--- src/logic/game_render_pkg.sv ---
package game_render_pkg;

	// Screen and board geometry
	localparam int SCREEN_W = 640;
	localparam int SCREEN_H = 480;
	localparam int GRID_DIM = 4;
	localparam int CELL_W = 160;
	localparam int CELL_H = 120;
	localparam int LINE_W = 2;

	typedef logic [9:0]   coord_t;
	typedef logic [1:0]   cell_idx_t;
	typedef logic [7:0]   cell_off_t;
	typedef logic [11:0]  tile_t;
	typedef logic [191:0] board_t;
	typedef logic [7:0]   channel_t;
	typedef logic [23:0]  color_t;
	typedef logic [3:0]   digit_t;

	typedef enum logic [1:0] {MODE_PLAY, MODE_LOSE, MODE_WIN, MODE_BLANK} screen_mode_t;

	typedef enum logic [2:0] {
		KIND_GRID, KIND_EMPTY, KIND_DIGIT, KIND_TILE_BG, KIND_INVALID, KIND_OVERRIDE
	} pixel_kind_t;

	// Stroke rows and digit box inside a cell
	localparam int DIGIT_TOP = 30;
	localparam int DIGIT_MID = 60;
	localparam int DIGIT_BOT = 90;
	localparam int DIGIT_W = 20;
	localparam int DIGIT_PITCH = 30;

	// First digit left edge for 1..4 digits
	localparam cell_off_t DIGIT_START [4] = '{8'd70, 8'd55, 8'd40, 8'd25};

	// Bit order: top, upper right, lower right, bottom, lower left, upper left, middle
	localparam logic [6:0] SEGMENT_MAP [10] = '{
		7'h3F, 7'h06, 7'h5B, 7'h4F, 7'h66, 7'h6D, 7'h7D, 7'h07, 7'h7F, 7'h6F
	};

	// {count[2:0], first digit, second, third, fourth} by exponent
	localparam logic [18:0] TILE_DIGITS [1:11] = '{
		{3'd1, 16'h2000}, {3'd1, 16'h4000}, {3'd1, 16'h8000},
		{3'd2, 16'h1600}, {3'd2, 16'h3200}, {3'd2, 16'h6400},
		{3'd3, 16'h1280}, {3'd3, 16'h2560}, {3'd3, 16'h5120},
		{3'd4, 16'h1024}, {3'd4, 16'h2048}
	};

	localparam color_t COLOR_WHITE = 24'hFF_FF_FF;
	localparam color_t COLOR_RED   = 24'hFF_00_00;
	localparam color_t COLOR_GREEN = 24'h00_FF_00;
	localparam color_t COLOR_BLUE  = 24'h00_00_FF;
	localparam color_t COLOR_BLACK = 24'h00_00_00;

endpackage

--- src/logic/cell_pos_if.sv ---
`timescale 1ns/10ps

interface cell_pos_if
	import game_render_pkg::*;
();

	cell_idx_t    row;
	cell_idx_t    col;
	cell_off_t    off_x;
	cell_off_t    off_y;
	logic         grid_line;
	screen_mode_t mode;

	modport locator (output row, col, off_x, off_y, grid_line, mode);

	modport consumer (input row, col, off_x, off_y, grid_line, mode);

endinterface

--- src/logic/cell_locator.sv ---
`timescale 1ns/10ps

module cell_locator
	import game_render_pkg::*;
(
	input  logic       clk,
	input  logic       reset,
	input  coord_t     x,
	input  coord_t     y,
	input  logic       lose,
	input  logic       win,
	cell_pos_if.locator pos
);

	cell_idx_t    row_c;
	cell_idx_t    col_c;
	cell_off_t    off_x_c;
	cell_off_t    off_y_c;
	logic         grid_c;
	screen_mode_t mode_c;

	always_comb begin
		col_c = cell_idx_t'(x / CELL_W);
		row_c = cell_idx_t'(y / CELL_H);
		off_x_c = cell_off_t'(x % CELL_W);
		off_y_c = cell_off_t'(y % CELL_H);
		grid_c = (off_x_c < LINE_W) || (off_x_c >= CELL_W - LINE_W) ||
			(off_y_c < LINE_W) || (off_y_c >= CELL_H - LINE_W);
	end

	// Off-screen wins over the game-over flags, lose over win
	always_comb begin
		if (x >= SCREEN_W || y >= SCREEN_H) begin
			mode_c = MODE_BLANK;
		end else if (lose) begin
			mode_c = MODE_LOSE;
		end else if (win) begin
			mode_c = MODE_WIN;
		end else begin
			mode_c = MODE_PLAY;
		end
	end

	always_ff @(posedge clk) begin
		if (reset) begin
			pos.mode <= MODE_BLANK;
		end else begin
			pos.mode <= mode_c;
		end
	end

	always_ff @(posedge clk) begin
		pos.row <= row_c;
		pos.col <= col_c;
		pos.off_x <= off_x_c;
		pos.off_y <= off_y_c;
		pos.grid_line <= grid_c;
	end

	// Cell and offset must rebuild the sampled on-screen position
	a_offset_in_cell: assert property (@(posedge clk) disable iff (reset)
		pos.mode != MODE_BLANK |-> (pos.off_x < CELL_W) && (pos.off_y < CELL_H) &&
			(int'(pos.col) * CELL_W + int'(pos.off_x) == int'($past(x))) &&
			(int'(pos.row) * CELL_H + int'(pos.off_y) == int'($past(y))));

endmodule

--- src/flat_wrapper.sv ---
// flat-port wrapper written by rule: the top's interface ports become plain ports
module cell_locator_flat import game_render_pkg::*;
  (clk, reset, x, y, lose, win, pos_row, pos_col, pos_off_x, pos_off_y, pos_grid_line, pos_mode);
  cell_pos_if pos_i ();
  input  logic clk;
  input  logic reset;
  input  coord_t x;
  input  coord_t y;
  input  logic lose;
  input  logic win;
  output wire logic [$bits(pos_i.row)-1:0] pos_row;
  output wire logic [$bits(pos_i.col)-1:0] pos_col;
  output wire logic [$bits(pos_i.off_x)-1:0] pos_off_x;
  output wire logic [$bits(pos_i.off_y)-1:0] pos_off_y;
  output wire logic [$bits(pos_i.grid_line)-1:0] pos_grid_line;
  output wire logic [$bits(pos_i.mode)-1:0] pos_mode;
  assign pos_row = pos_i.row;
  assign pos_col = pos_i.col;
  assign pos_off_x = pos_i.off_x;
  assign pos_off_y = pos_i.off_y;
  assign pos_grid_line = pos_i.grid_line;
  assign pos_mode = pos_i.mode;
  cell_locator u_core (.clk(clk), .reset(reset), .x(x), .y(y), .lose(lose), .win(win), .pos(pos_i));
endmodule
--- config.mk ---
export PLATFORM = sky130hd
export DESIGN_NAME = cell_locator_flat
export DESIGN_NICKNAME = d
export VERILOG_FILES = /design/src/logic/game_render_pkg.sv /design/src/logic/cell_pos_if.sv /design/src/logic/cell_locator.sv /design/src/flat_wrapper.sv
export SDC_FILE = /design/constraint.sdc
export NUM_CORES = 1
export LEC_CHECK = 0
export BUFFER_PORTS_ARGS = -buffer_cell sky130_fd_sc_hd__buf_2
export CAP_MARGIN = 15
export CORE_MARGIN = 5
export CORE_UTILIZATION = 54
export DETAILED_ROUTE_END_ITERATION = 10
export PLACE_DENSITY = 0.94
export SYNTH_ARGS = -nofsm -noshare
export SYNTH_HDL_FRONTEND = slang
export SYNTH_SLANG_ARGS = --single-unit
--- constraint.sdc ---
create_clock -name clk -period 7.4 [get_ports clk]
set_input_delay 1.11 -clock clk [delete_from_list [all_inputs] [get_ports clk]]
set_output_delay 1.11 -clock clk [all_outputs]
set_load 0.005 [all_outputs]
; Yosys cells after proc, flatten, opt, wreduce, memory -nomap -nowiden
; Cells that the tools add are included.
[classes]
div_mod_pow = 4
n_lt_le_gt_ge = 6
n_mux = 2
reduce_logical = 6
[op_table]
columns = op, n
row1 = $div A10 B7 Y32 const B, 1
row2 = $div A10 B8 Y32 const B, 1
row3 = $mod A10 B7 Y32 const B, 1
row4 = $mod A10 B8 Y32 const B, 1
row5 = $lt A8 B2 Y1 const B, 2
row6 = $ge A10 B10 Y1 const B, 1
row7 = $ge A10 B9 Y1 const B, 1
row8 = $ge A8 B7 Y1 const B, 1
row9 = $ge A8 B8 Y1 const B, 1
row10 = $logic_or A1 B1 Y1, 4
row11 = $mux W2, 2
row12 = $reduce_or A3 Y1, 1
row13 = $reduce_or A2 Y1, 1
[word_totals]
reg_bits = 23
inputBits = 24
word_cells = 25

; Longest topological paths before layout
[logic_depth]
ltp_word = 5
mapped_depth = 12
mapped_depth_nobuf = 11

; Worst setup path after synthesis
; No wires, ideal clock.
[synth_timing]
kind = input-to-reg
from = input x[8]
to = register u_core.pos.off_x[6]
setup_ns = 0.119
arrival_ns = 3.293
slack_ns = 3.988
cell_stages = 11
path_buffers = 1
path_cell_list = clkbuf_1 or2_2 ha_1 nor2b_1 nor2_1 o21ai_0 o311a_1 nor2b_1 o21ai_0 nor2b_1 xnor2_1
[synth_between]
elab_chain_len = 1
[synth_lines]
columns = item, line_no
row1 = from (decl), flat_wrapper.sv:7  ; input coord_t x;
row2 = $mod A10 B8 Y32, cell_locator.sv:25  ; off_x_c = cell_off_t'(x % CELL_W);
row3 = named net u_core.off_x_c[6], cell_locator.sv:17  ; cell_off_t off_x_c;
row4 = to (signal assigned), cell_locator.sv:55  ; pos.off_x <= off_x_c;
row5 = to (decl), cell_pos_if.sv:14  ; modport locator (output row, col, off_x, off_y, grid_line, mode);
; The timed path passes the listed nets, and every way through them passes these cells.
; A chain may end at the register's enable or synchronous reset.

; Final worst setup path
; Same ends and word-level chain as after synthesis.

==> impl_metrics.toml <==
[synthesis]
netlist.area_leader.share_pct = 31.97
yosysWarnings = 0
synth-main-ff-cell = "dfxtp_1"
synth_area_leader_cell = "dfxtp_1"
syn_area_per_cell_sq_um = 8.572
netlist_instances = 168
yosysMostFrequentCell = "dfxtp_1"
synth_nets = 194
syn_area_sq_um = 1440
synthTopCellsByArea = "dfxtp_1, o21ai_0, a21oi_1"
seq_area_frac_synth_pct = 31.97
ys_seq_elements = 23
ys_types = 61
ys_top_cells_by_count = "dfxtp_1, o21ai_0, nand2_1, a21oi_1, inv_1"
synthArstFlopShare_pct = 0
synth-edff-count = 0

[finish]
syn_to_final_growth_pct = 15.20
fill_cells = 230
diodes = 0
drive_gt1_share_pct = 32.37
multi_input_area_sq_um = 853.3
seqCellArea_sq_um = 460.4
nNetsFinal = 234

[clock_network]
cts_num_sinks = 23
cts.clk_slew.worst_paths_ns = 0.12
cts-hold-fix-buffers = 0
cts_resized = 0
clockRootBuffer = "clkbuf_4"
post_cts.repair.setup_buffers = 0
clk_path_buf_depth = 2
cts_tree = "yes"
ctsHtreeMaxLevel = 1
cts_made_buffers = 3

[timing]
slew-limit-headroom_pct = 60.68
tns_ns = 0
rsz0062_at_grt = "false"
max_freq_mhz = 289.2
min_period_ns = 3.458
finalCritPeriodShare_pct = 46.74
finalSetupViolCount = 0
slew_viol_final = 0
worstMarginPinSlew_ns = 0.5898
hold_viol_final = 0

[critical_path]
criticalPathCategory = "primary input to flop"
cp_top_family = "simple AND/OR/NAND/NOR gates"
cp.depth = 11
cp-start-kind = "primary input"
slowest_delay_ns = 0.37
critPathMostFrequentCell = "nor2b_1"
cp_cell_sequence = "buf_2 > or2_2 > ha_1 > nor2b_1 > nor2_1 > o21ai_0 > o311a_1 > nor2b_1 > o21ai_0 > nor2b_1 > xnor2_1"
cp-end-kind = "flop"
path_buf_inv = 1
cp_max_fo = 11
required_ns = 7.61
cp-endpoint = "u_core.pos.off_x[6]$_DFF_P_"
crit_arrival_ns = 3.67
cp_slowest_cell = "nor2b_1"
startpoint = "x[8]"

[drt]
drc_errors = 0
via_per_inst = 5.924
drt_wl_total_mm = 3.328
antenna_left = 0
vias = 1404
drtPass1Iterations = 4
avgRoutedWirePerCell_um = 14.04
drt_iter0_drc = 54

[global_routing]
grt_use_total_pct = 18.31
grt_pass1_vias = 1243
grt_pass1_wl_mm = 5.299
antenna_found_initial = 0
grt_max_degree = 22
grt_overflow = 0

[run_status]
status = "completed"

[floorplan]
io_pins = 47
die_w_um = 61.64
fp-row-count = 18
core-area_sq_um = 2522
initial_core_util_pct = 57.09
die-area_sq_um = 3799
die_h_um = 61.64

[placement]
portBuffers = 46
place_hpwl_mm = 2.480
gp_congestion = 0.8827

[hold_path]
holdPathStages = 1
hold_path_class = "primary input to flop"

[pwr]
max-vdd-ir-drop_uv = 181.7
p_total_mw = 0.2811
power.leakage_nw = 0.7359
powerDensity_nw_per_um2 = 169.5

[job]
maxCapViolations = 0
-- layer usage --
metal	wire length [um]	vias up	global-route usage (%)	part of all wire (%)
met2	1690	56	31.54	51
met5	0	-	0	0
li1	-	705	-	-
met3	250	10	4.822	7.5
met4	80	0	8.788	2.4
met1	1307	633	20.83	39
-- cell usage in the layout, fill, tap and decap left out, types with 4 or more instances in the layout --
master,count
a21oi_1,11
buf_2,46
dfxtp_1,23
inv_1,11
nand2_1,13
nor2_1,8
nor3_1,5
o21ai_0,14
or2_2,4
-- sequential cells by signal, indices dropped and copies added, names as in the netlist --
| signal | cells |
|---|---|
| u_core.pos.col | 2 |
| u_core.pos.grid_line | 1 |
| u_core.pos.mode | 2 |
| u_core.pos.off_x | 8 |
| u_core.pos.off_y | 8 |
| u_core.pos.row | 2 |
-- cell type report --
class                      instances  area share, %
sequential                        23          27.75
clock buffer                       3          1.357
timing repair buffer              46          13.88
tap                               30          2.262
multi-input combinational        122          51.43
inverter                          12          3.017
clock inverter                     1         0.3017
-- worst min path at each step --
stage | slack (ns) | startpoint | end
final | 0.89 | y[0] | u_core.pos.off_y[0]$_DFF_P_
after global routing | 0.88 | x[0] | u_core.pos.off_x[0]$_DFF_P_
after CTS | 0.88 | y[0] | u_core.pos.off_y[0]$_DFF_P_
after detailed placement | 1.22 | y[0] | u_core.pos.off_y[0]$_DFF_P_
after global placement | 1.21 | y[0] | u_core.pos.off_y[0]$_DFF_P_
after floorplan | 1.14 | x[0] | u_core.pos.off_x[0]$_DFF_P_
-- cells by family after synthesis --
| kind of cell | synth area share [%] |
|---|---|
| AND/OR/NAND/NOR | 21.20 |
| multiplexers | 1.390 |
| flip-flops | 31.97 |
| buffers and inverters | 8.775 |
| XOR/XNOR | 2.433 |
| AO/OA/AOI/OAI | 32.49 |
| adder cells (fa/ha/maj) | 1.737 |
-- where the power goes --
group / internal, mW / switching, mW
combinational: 0.0361 / 0.0473
clock: 0.0202 / 0.0381
sequential: 0.137 / 0.00261
-- per-stage QoR --
step | std cells | hold WS [ns] | setup WS [ns] | util (%) | area, sq um
floorplan | 168 | 1.138 | 3.988 | - | 1440
global placement | 233 | 1.213 | 3.743 | 64.68 | 1632
detailed placement | 233 | 1.215 | 3.730 | 64.68 | 1632
CTS | 237 | 0.8839 | 4.019 | 65.77 | 1659
global route | 237 | 0.8761 | 3.710 | 65.77 | 1659
finish | 237 | 0.8914 | 3.942 | 65.77 | 1659
No activity file was read; power rests on OpenSTA's default activity.
