`src/logic/game_render_pkg.sv`:
```
package game_render_pkg;

	// Screen and board geometry
	localparam int SCREEN_W = 640;
	localparam int SCREEN_H = 480;
	localparam int GRID_DIM = 4;
	localparam int CELL_W = 160;
	localparam int CELL_H = 120;
	localparam int LINE_W = 2;

	typedef logic [9:0]   coord_t;
	typedef logic [1:0]   cell_idx_t;
	typedef logic [7:0]   cell_off_t;
	typedef logic [11:0]  tile_t;
	typedef logic [191:0] board_t;
	typedef logic [7:0]   channel_t;
	typedef logic [23:0]  color_t;
	typedef logic [3:0]   digit_t;

	typedef enum logic [1:0] {MODE_PLAY, MODE_LOSE, MODE_WIN, MODE_BLANK} screen_mode_t;

	typedef enum logic [2:0] {
		KIND_GRID, KIND_EMPTY, KIND_DIGIT, KIND_TILE_BG, KIND_INVALID, KIND_OVERRIDE
	} pixel_kind_t;

	// Stroke rows and digit box inside a cell
	localparam int DIGIT_TOP = 30;
	localparam int DIGIT_MID = 60;
	localparam int DIGIT_BOT = 90;
	localparam int DIGIT_W = 20;
	localparam int DIGIT_PITCH = 30;

	// First digit left edge for 1..4 digits
	localparam cell_off_t DIGIT_START [4] = '{8'd70, 8'd55, 8'd40, 8'd25};

	// Bit order: top, upper right, lower right, bottom, lower left, upper left, middle
	localparam logic [6:0] SEGMENT_MAP [10] = '{
		7'h3F, 7'h06, 7'h5B, 7'h4F, 7'h66, 7'h6D, 7'h7D, 7'h07, 7'h7F, 7'h6F
	};

	// {count[2:0], first digit, second, third, fourth} by exponent
	localparam logic [18:0] TILE_DIGITS [1:11] = '{
		{3'd1, 16'h2000}, {3'd1, 16'h4000}, {3'd1, 16'h8000},
		{3'd2, 16'h1600}, {3'd2, 16'h3200}, {3'd2, 16'h6400},
		{3'd3, 16'h1280}, {3'd3, 16'h2560}, {3'd3, 16'h5120},
		{3'd4, 16'h1024}, {3'd4, 16'h2048}
	};

	localparam color_t COLOR_WHITE = 24'hFF_FF_FF;
	localparam color_t COLOR_RED   = 24'hFF_00_00;
	localparam color_t COLOR_GREEN = 24'h00_FF_00;
	localparam color_t COLOR_BLUE  = 24'h00_00_FF;
	localparam color_t COLOR_BLACK = 24'h00_00_00;

endpackage

```
`src/logic/pixel_color.sv`:
```
`timescale 1ns/10ps

module pixel_color
	import game_render_pkg::*;
(
	input  logic         clk,
	input  logic         reset,
	input  pixel_kind_t  kind,
	input  screen_mode_t mode,
	output channel_t     red,
	output channel_t     green,
	output channel_t     blue
);

	color_t color_c;

	always_comb begin
		case (kind)
			KIND_OVERRIDE: begin
				case (mode)
					MODE_LOSE: color_c = COLOR_RED;
					MODE_WIN:  color_c = COLOR_GREEN;
					default:   color_c = COLOR_BLACK;
				endcase
			end
			KIND_GRID:     color_c = COLOR_WHITE;
			KIND_EMPTY:    color_c = COLOR_GREEN;
			KIND_DIGIT:    color_c = COLOR_RED;
			KIND_TILE_BG:  color_c = COLOR_BLUE;
			default:       color_c = COLOR_RED;
		endcase
	end

	always_ff @(posedge clk) begin
		if (reset) begin
			{red, green, blue} <= COLOR_BLACK;
		end else begin
			{red, green, blue} <= color_c;
		end
	end

	// First colour after release comes from the reset state upstream
	a_black_after_reset: assert property (@(posedge clk)
		reset ##1 !reset |=> (red == '0) && (green == '0) && (blue == '0));

endmodule

```
`config.mk`:
```
export PLATFORM = sky130hd
export DESIGN_NAME = pixel_color
export DESIGN_NICKNAME = d
export VERILOG_FILES = /design/src/logic/game_render_pkg.sv /design/src/logic/pixel_color.sv
export SDC_FILE = /design/constraint.sdc
export NUM_CORES = 1
export LEC_CHECK = 0
export BUFFER_PORTS_ARGS = -buffer_cell sky130_fd_sc_hd__buf_2
export CAP_MARGIN = 20
export CORE_AREA = 2 2 39 41
export DETAILED_ROUTE_END_ITERATION = 8
export DIE_AREA = 0 0 41 43
export GPL_TIMING_DRIVEN = 0
export PLACE_DENSITY = 0.53
export SYNTH_ARGS = -nofsm -noshare
export SYNTH_HDL_FRONTEND = slang
export SYNTH_SLANG_ARGS = --single-unit
```
`constraint.sdc`:
```
create_clock -name clk -period 0.8 [get_ports clk]
set_input_delay 0 -clock clk [delete_from_list [all_inputs] [get_ports clk]]
set_output_delay 0 -clock clk [all_outputs]
set_load 0.03 [all_outputs]
```
==> Yosys cells after proc, flatten, opt, wreduce, memory -nomap -nowiden <==
Cells that the tools add are included.
{ "totals": {"elab_cells": 11, "reg_bits": 24, "input_bits": 7, "output_inout_bits": 24} }
{ "op_classes": {"muxes": 2, "n_reduce_logical": 1, "n_eq_ne": 5} }
{ "ops": {"columns": ["cell", "count"], "rows": [
  ["one-hot mux 24 bit (4 select lines)", 1],
  ["one-hot mux 24 bit (2 select lines)", 1],
  ["equality test 3 x 1 -> 1 bit (second input constant)", 1],
  ["equality test 3 x 2 -> 1 bit (second input constant)", 1],
  ["equality test 3 bit (second input constant)", 1],
  ["logical NOT 3 bit", 1],
  ["equality test 2 x 1 -> 1 bit (second input constant)", 1],
  ["equality test 2 bit (second input constant)", 1]
]} }

==> Depth between registers and ports, before layout <==
Gate-level depths: netlist (run 1).
{ "depth": {"word_depth": 3, "depth_mapped": 3, "mapped_depth_nobuf": 3} }

==> Least setup slack after synthesis (run 1) <==
No wires, ideal clock.
{ "synth_timing": {"path_type": "register to output", "start": "register blue[6] (netlist name)", "end": "output blue[1]", "stages_incl_launch_ff": 2, "required_ns": 0.800, "setup_slack_ns": -0.018, "path_buffers": 1, "arrival_ns": 0.818, "cell_sequence": "dfxtp_1 > buf_4"} }
{ "synth_lines": {"columns": ["item", "line_no", "rtl"], "rows": [
  ["end: declaration", "pixel_color.sv:12", "output channel_t blue"]
]} }

==> out/qor.txt, run 1 <==
============================================================================
Transition at the pin with the smallest max-transition slack ..     0.157 ns
Complex-gate fraction of the synthesized area .................        8.41%
Xor and xnor fraction of the mapped netlist area ..............        3.27%
Area of the core region .......................................     1380 µm²
Multiplexer share of the synthesized area .....................           0%
Growth of design area from synthesis to finish ................         147%
Die Footprint .................................................     1760 µm²
Row count .....................................................           14
Sinks on the clock net ........................................            3
CTS clock-pin slew for the worst setup and hold paths .........      0.04 ns
# H-tree levels ...............................................            1
Leftover overflow at the end of global routing ................            0
Clock period minus final worst setup slack ....................     0.850 ns
Mean Syn Cell Area ............................................     8.64 µm²
Simple logic cell fraction of the synthesized area ............        7.01%
TritonCTS Buffers .............................................            3
Root buf cell ................................................. sky130_fd_sc_hd__clkbuf_4
Initial antenna violation count ...............................            0
Critical path capture point type ..............................  output port
Violations in the final reports ............................... negative setup slack
Wire length of the first global-routing pass ..................      1070 µm
Number of warnings reported in the yosys synthesis log ........            0
Port buffer count .............................................           30
Peak supply drop ..............................................   0.000809 V
Net Count, Synth ..............................................           38
Via count of the first global-routing pass ....................          276
Top library cells by usage in the layout, fill and taps aside . sky130_fd_sc_hd__buf_6, sky130_fd_sc_hd__buf_4, sky130_fd_sc_hd__buf_2
Synthesized instance count ....................................           31
Aggregate negative setup slack ................................    -0.878 ns
Critical Setup Path Class ..................................... register to output port
Class of the tightest hold or removal check ................... primary input to register
Average detailed-routed wire length per instance ..............      7.46 µm
Number of storage elements in the synthesis netlist ...........            3
Sequential cell area ..........................................     71.3 µm²
Layout filler cell count ......................................          131
Via count .....................................................          279
Combinational family with the most area after synthesis ....... buffers and inverters
Data arrival at the endpoint of the critical path .............      0.85 ns
Hold Vio Cnt, Final ...........................................            0
Global router's overall resource usage ........................        9.13%
Fraction of layout instances using a drive strength above 1 ...        83.8%
Die Width .....................................................        41 µm
Worst setup slack before clock tree synthesis .................     0.124 ns
Area share of fa/ha/maj cells after synthesis .................           0%
Max Cap Violations ............................................            0
Clock tree from TritonCTS .....................................          yes
Critical path peak fanout .....................................            8
Number of routed nets with antenna violations .................            0
Initial core utilization ......................................        19.3%
Routed WL .....................................................       627 µm
Count of inserted antenna diode cells .........................            0
Pins Over Slew Limit ..........................................            0
Ratio of final minimum period to clock period .................         106%
Post-synth cell types .........................................            9
Setup-violating endpoint count in the final report ............           22
Power per unit of standard cell area ..........................  1300 nW/µm²
F_max .........................................................     1.18 GHz
Count of boundary I/O pins ....................................           31
First-pass detailed-route iteration total .....................            1
Run status .................................................... complete, but fails checks
Required time reported for the critical path endpoint .........      0.80 ns
DRC violations left ...........................................            0
Startpoint kind of the worst setup timing path ................     register
Sequential area share after synthesis .........................        22.4%
Gp weighted congestion ........................................        0.622
Leakage power figure ..........................................     0.356 nW
Buffer depth of the longest clock path ........................            2
DRT iter0 DRCs ................................................            0
Area of the multi-input gates .................................     50.0 µm²
Largest net degree at the start of global routing .............            9
PnR worst setup slack .........................................   -0.0497 ns
Most common library cell in the layout ignoring fill and taps . sky130_fd_sc_hd__buf_6
Die H .........................................................        43 µm
Synth Cell Area ...............................................      268 µm²
Number of nets in the layout ..................................           76
Postcts setup bufs ............................................            0
Setup repair after global routing missed its margin ...........         true
Max-slew headroom .............................................        89.5%
Via density per instance ......................................         3.32
============================================================================
## sequential cells by signal (all words and copies together), names as in the netlist
name and cells:
red 1, green 1, blue 1
## per-stage QoR
step	power, W	util, %	cells	cell area [µm²]	hold WS (ns)
global route	0.000909	47.7	84	661	0.0542
CTS	0.000866	47.1	85	652	0.0532
finish	0.000856	47.7	84	661	0.0616
floorplan	0.000413	-	31	272	0.0573
global placement	0.000496	31.9	77	442	0.194
detailed placement	0.000498	31.9	77	442	0.192
## cells by family (layout without fill, tap and decap cells)
group	count (synthesis)	in the layout
buffers and inverters	21	58
AOI/OAI and AO/OA	3	3
DFF	3	3
and+or+nand+nor	3	3
xor gates and xnor gates	1	1
## synth_stat cells, drive strengths merged
master | count | share of area, %
a211oi | 1 | 4.7
nand3b | 1 | 2.8
xor2 | 1 | 3.3
o21ai | 1 | 1.9
a21oi | 1 | 1.9
nor3 | 1 | 1.9
buf | 21 | 59
dfxtp | 3 | 22
nor2b | 1 | 2.3
## path summary, 6_finish.rpt
| check | to | startpoint | cells past startpoint |
|---|---|---|---|
| worst max-delay path | red[1] | red[6]$_SDFF_PP0_ | 2 |
| worst min-delay path | green[6]$_SDFF_PP0_ | mode[0] | 3 |
## repair_timing
| item | CTS | global route |
|---|---|---|
| cloned | 0 | 0 |
| pin swaps | 0 | 1 |
| endpoints found under the setup margin | 24 | 25 |
| resized for setup | 47 | 5 |
| endpoints found under the hold margin | 3 | 0 |
| hold buffers | 4 | 0 |
## area by class of cell
cell class                      count  area share (%)
Sequential cell                     3            10.8
Clock buffer                        4            3.98
Buffer                             21            25.6
Timing Repair Buffer               33            49.1
Multi-Input combinational cell      7            7.58
Tap cell                           16            3.03
## power by group
part | leakage [nW] | switching [W] | internal (W)
Sequential | 0.0267 | 0.0000176 | 0.000156
Clock | 0.0150 | 0.0000708 | 0.000186
Combinational | 0.315 | 0.000204 | 0.000221
Total | 0.356 | 0.000292 | 0.000564
## critical path, stage by stage (launching register included)
cell and delay (ns):
sky130_fd_sc_hd__dfxtp_4 0.36, sky130_fd_sc_hd__buf_4 0.14, sky130_fd_sc_hd__buf_6 0.13
## routing by layer
layer,up-vias,share of wire (%),GRT usage [%]
li1,151,-,-
met1,113,31,8.33
met2,15,62,15.6
met3,0,6.7,4.71
met4,0,0,4.00
met5,-,0,0
(Power assumes the default switching activity.)
==> inputs of run 2 (changes only) <==
==> constraint.sdc (replaced) <==
create_clock -name clk -period 0.84 [get_ports clk]
set_input_delay 0 -clock clk [delete_from_list [all_inputs] [get_ports clk]]
set_output_delay 0 -clock clk [all_outputs]
set_load 0.03 [all_outputs]
==> run 2 against run 1 <==
  * The run still ends with negative setup slack left
  * Non-clock buffer count rose by 1
  * Final cell count rose by 1.2%
  * First-iteration DRC count did not move
  * Clock power fell by 3%
  * Clock-buffer cell count did not move
  * Die area did not move
  * Wire length rose by 3.0%
  * Critical endpoint is now red[3]
  * Critical path depth did not move
  * Sequential power fell by 5%
==> out/qor.txt, run 2 (synthesis results as in run 1) <==
============================================================================
Run status .................................................... complete, but fails checks   unchanged
Violations in the final reports ............................... negative setup slack   unchanged
Via count of the first global-routing pass ....................          277   was 276
Proportion of power drawn by flip-flops and latches ...........        20.1%   was 20.3%
First-pass detailed-route iteration total .....................            1   unchanged
Top library cells by usage in the layout, fill and taps aside . sky130_fd_sc_hd__buf_6, sky130_fd_sc_hd__buf_4, sky130_fd_sc_hd__buf_2   unchanged
Peak supply drop ..............................................   0.000619 V   was 0.000809 V
Combinational power share .....................................        49.3%   was 49.7%
Net switching component of the power ..........................   0.000281 W   was 0.000292 W
Power per unit of standard cell area ..........................  1240 nW/µm²   was 1300 nW/µm²
Setup repair after global routing missed its margin ...........         true   unchanged
Post-detailed-placement cell area .............................      438 µm²   was 442 µm²
Worst Min Path Start ..........................................      mode[1]   was mode[0]
Fraction of layout instances using a drive strength above 1 ...        84.1%   was 83.8%
Max-slew headroom .............................................        90.9%   was 89.5%
Sinks on the clock net ........................................            3   unchanged
Finished Cell Area ............................................      661 µm²   unchanged
Average detailed-routed wire length per instance ..............      7.60 µm   was 7.46 µm
PnR worst setup slack .........................................   -0.0107 ns   was -0.0497 ns
Global router's overall resource usage ........................        8.43%   was 9.13%
Die Footprint .................................................     1760 µm²   unchanged
Clk pwr share .................................................        30.5%   was 30.1%
DRT iter0 DRCs ................................................            0   unchanged
Count of boundary I/O pins ....................................           31   unchanged
Hold Vio Cnt, Final ...........................................            0   unchanged
Critical path capture point type ..............................  output port   unchanged
Startpoint kind of the worst setup timing path ................     register   unchanged
Area of the core region .......................................     1380 µm²   unchanged
Number of routed nets with antenna violations .................            0   unchanged
Worst setup slack before clock tree synthesis .................    0.0715 ns   was 0.124 ns
TritonCTS Buffers .............................................            3   unchanged
Die Width .....................................................        41 µm   unchanged
Clock tree from TritonCTS .....................................          yes   unchanged
Hold Path Depth ...............................................            3   unchanged
Root buf cell ................................................. sky130_fd_sc_hd__clkbuf_4   unchanged
Buffer depth of the longest clock path ........................            2   unchanged
Initial core utilization ......................................        19.3%   unchanged
Fraction of power spent switching nets ........................        34.4%   was 34.1%
Critical Setup Path Class ..................................... register to output port   unchanged
Ratio of final minimum period to clock period .................         101%
Routed WL .....................................................       646 µm   was 627 µm
Leakage power figure ..........................................     0.351 nW   was 0.356 nW
Leftover overflow at the end of global routing ................            0   unchanged
Post-layout util ..............................................        47.7%   unchanged
# H-tree levels ...............................................            1   unchanged
Max incr delay on CP ..........................................      0.36 ns   about the same
Transition at the pin with the smallest max-transition slack ..     0.136 ns   was 0.157 ns
Data arrival at the endpoint of the critical path .............      0.85 ns   about the same
Count of inserted antenna diode cells .........................            0   unchanged
DRC violations left ...........................................            0   unchanged
Setup-violating endpoint count in the final report ............           18   was 22
Initial antenna violation count ...............................            0   unchanged
Max Cap Violations ............................................            0   unchanged
Via density per instance ......................................         3.45   was 3.32
Number of nets in the layout ..................................           77   was 76
Row count .....................................................           14   unchanged
Gp weighted congestion ........................................        0.579   was 0.622
Capture endpoint of the worst hold path ....................... green[6]$_SDFF_PP0_   unchanged
Port buffer count .............................................           30   unchanged
Class of the tightest hold or removal check ................... primary input to register   unchanged
Cell internal pwr .............................................   0.000536 W   was 0.000564 W
Most common library cell in the layout ignoring fill and taps . sky130_fd_sc_hd__buf_6   unchanged
CTS clock-pin slew for the worst setup and hold paths .........      0.04 ns   about the same
Wire length of the first global-routing pass ..................      1000 µm   was 1070 µm
Via count .....................................................          293   was 279
Slowest cell on the critical path ............................. sky130_fd_sc_hd__dfxtp_4   unchanged
Required time reported for the critical path endpoint .........      0.84 ns   was 0.80 ns
F_max .........................................................     1.18 GHz
Largest net degree at the start of global routing .............            9   unchanged
Pins Over Slew Limit ..........................................            0   unchanged
Growth of design area from synthesis to finish ................         147%   unchanged
Layout filler cell count ......................................          134   was 131
Worst-case hold slack .........................................    0.0566 ns   was 0.0616 ns
Die H .........................................................        43 µm   unchanged
Series of cell instances along the critical path .............. buf_4 -> buf_6   unchanged
Clock period minus final worst setup slack ....................     0.851 ns
Critical path peak fanout .....................................            8   unchanged
DPL Wire Length ...............................................       432 µm
============================================================================
## run 2: cell types whose count changed in the layout (fill, tap and decap cells not counted), sizes merged
| cell | delta |
|---|---|
| clkbuf | +1 |
| dlygate4sd3 | +1 |
| dlymetal6s4s | -1 |
## run 2: layout make-up
cell class	count	area, µm²	share of cell area [%]
multi-input combinational	7	50.0	7.58
sequential	3	71.3	10.8
buffer	21	169	25.6
tap	16	20.0	3.03
clock buffer	4	26.3	3.98
timing repair buffer	34	324	49.1
## run 2: worst max path at each step
stage	startpoint	endpoint	slack, ns	cells past startpoint
2_1_floorplan	blue[6]$_SDFF_PP0_	blue[1]	0.02	1
3_3_place_gp	green[6]$_SDFF_PP0_	green[5]	0.08	2
3_5_place_dp	green[6]$_SDFF_PP0_	green[1]	0.07	2
5_1_grt	red[6]$_SDFF_PP0_	red[3]	-0.04	2
6_report	red[6]$_SDFF_PP0_	red[3]	-0.01	2
4_1_cts	green[6]$_SDFF_PP0_	green[6]	-0.02	2
## run 2: through the flow
step                setup TNS [ns]  instances  total power [W]
floorplan                        0         31         0.000391
global placement                 0         77         0.000471
detailed placement               0         77         0.000471
CTS                         -0.376         85         0.000829
global route                -0.738         85         0.000869
finish                      -0.128         85         0.000817
## run 2: worst max-delay path: cells and delay by family, from the launching register on
kind | cells | cell delay (ns)
DFF | 1 | 0.36
buffers and inverters | 2 | 0.26
## run 2: timing repair
item	CTS	global route
hold buffers	4	0
resized for setup	49	3
pin swaps	0	1
endpoints found under the hold margin	3	0
buffers inserted	0	0
endpoints found under the setup margin	24	23
## run 2: per-layer routing
layer	routed length, µm	global-route usage (%)
met5	0	0
met4	0	4.00
met3	46	3.14
met2	386	15.0
met1	212	7.72
## run 2: power by group through the flow
stage	clock network, W	logic [W]	registers (W)
floorplan	0	0.000208	0.000183
global placement	0	0.000302	0.000169
detailed placement	0	0.000302	0.000169
CTS	0.000266	0.000399	0.000164
global route	0.000276	0.000425	0.000168
finish	0.000249	0.000403	0.000165
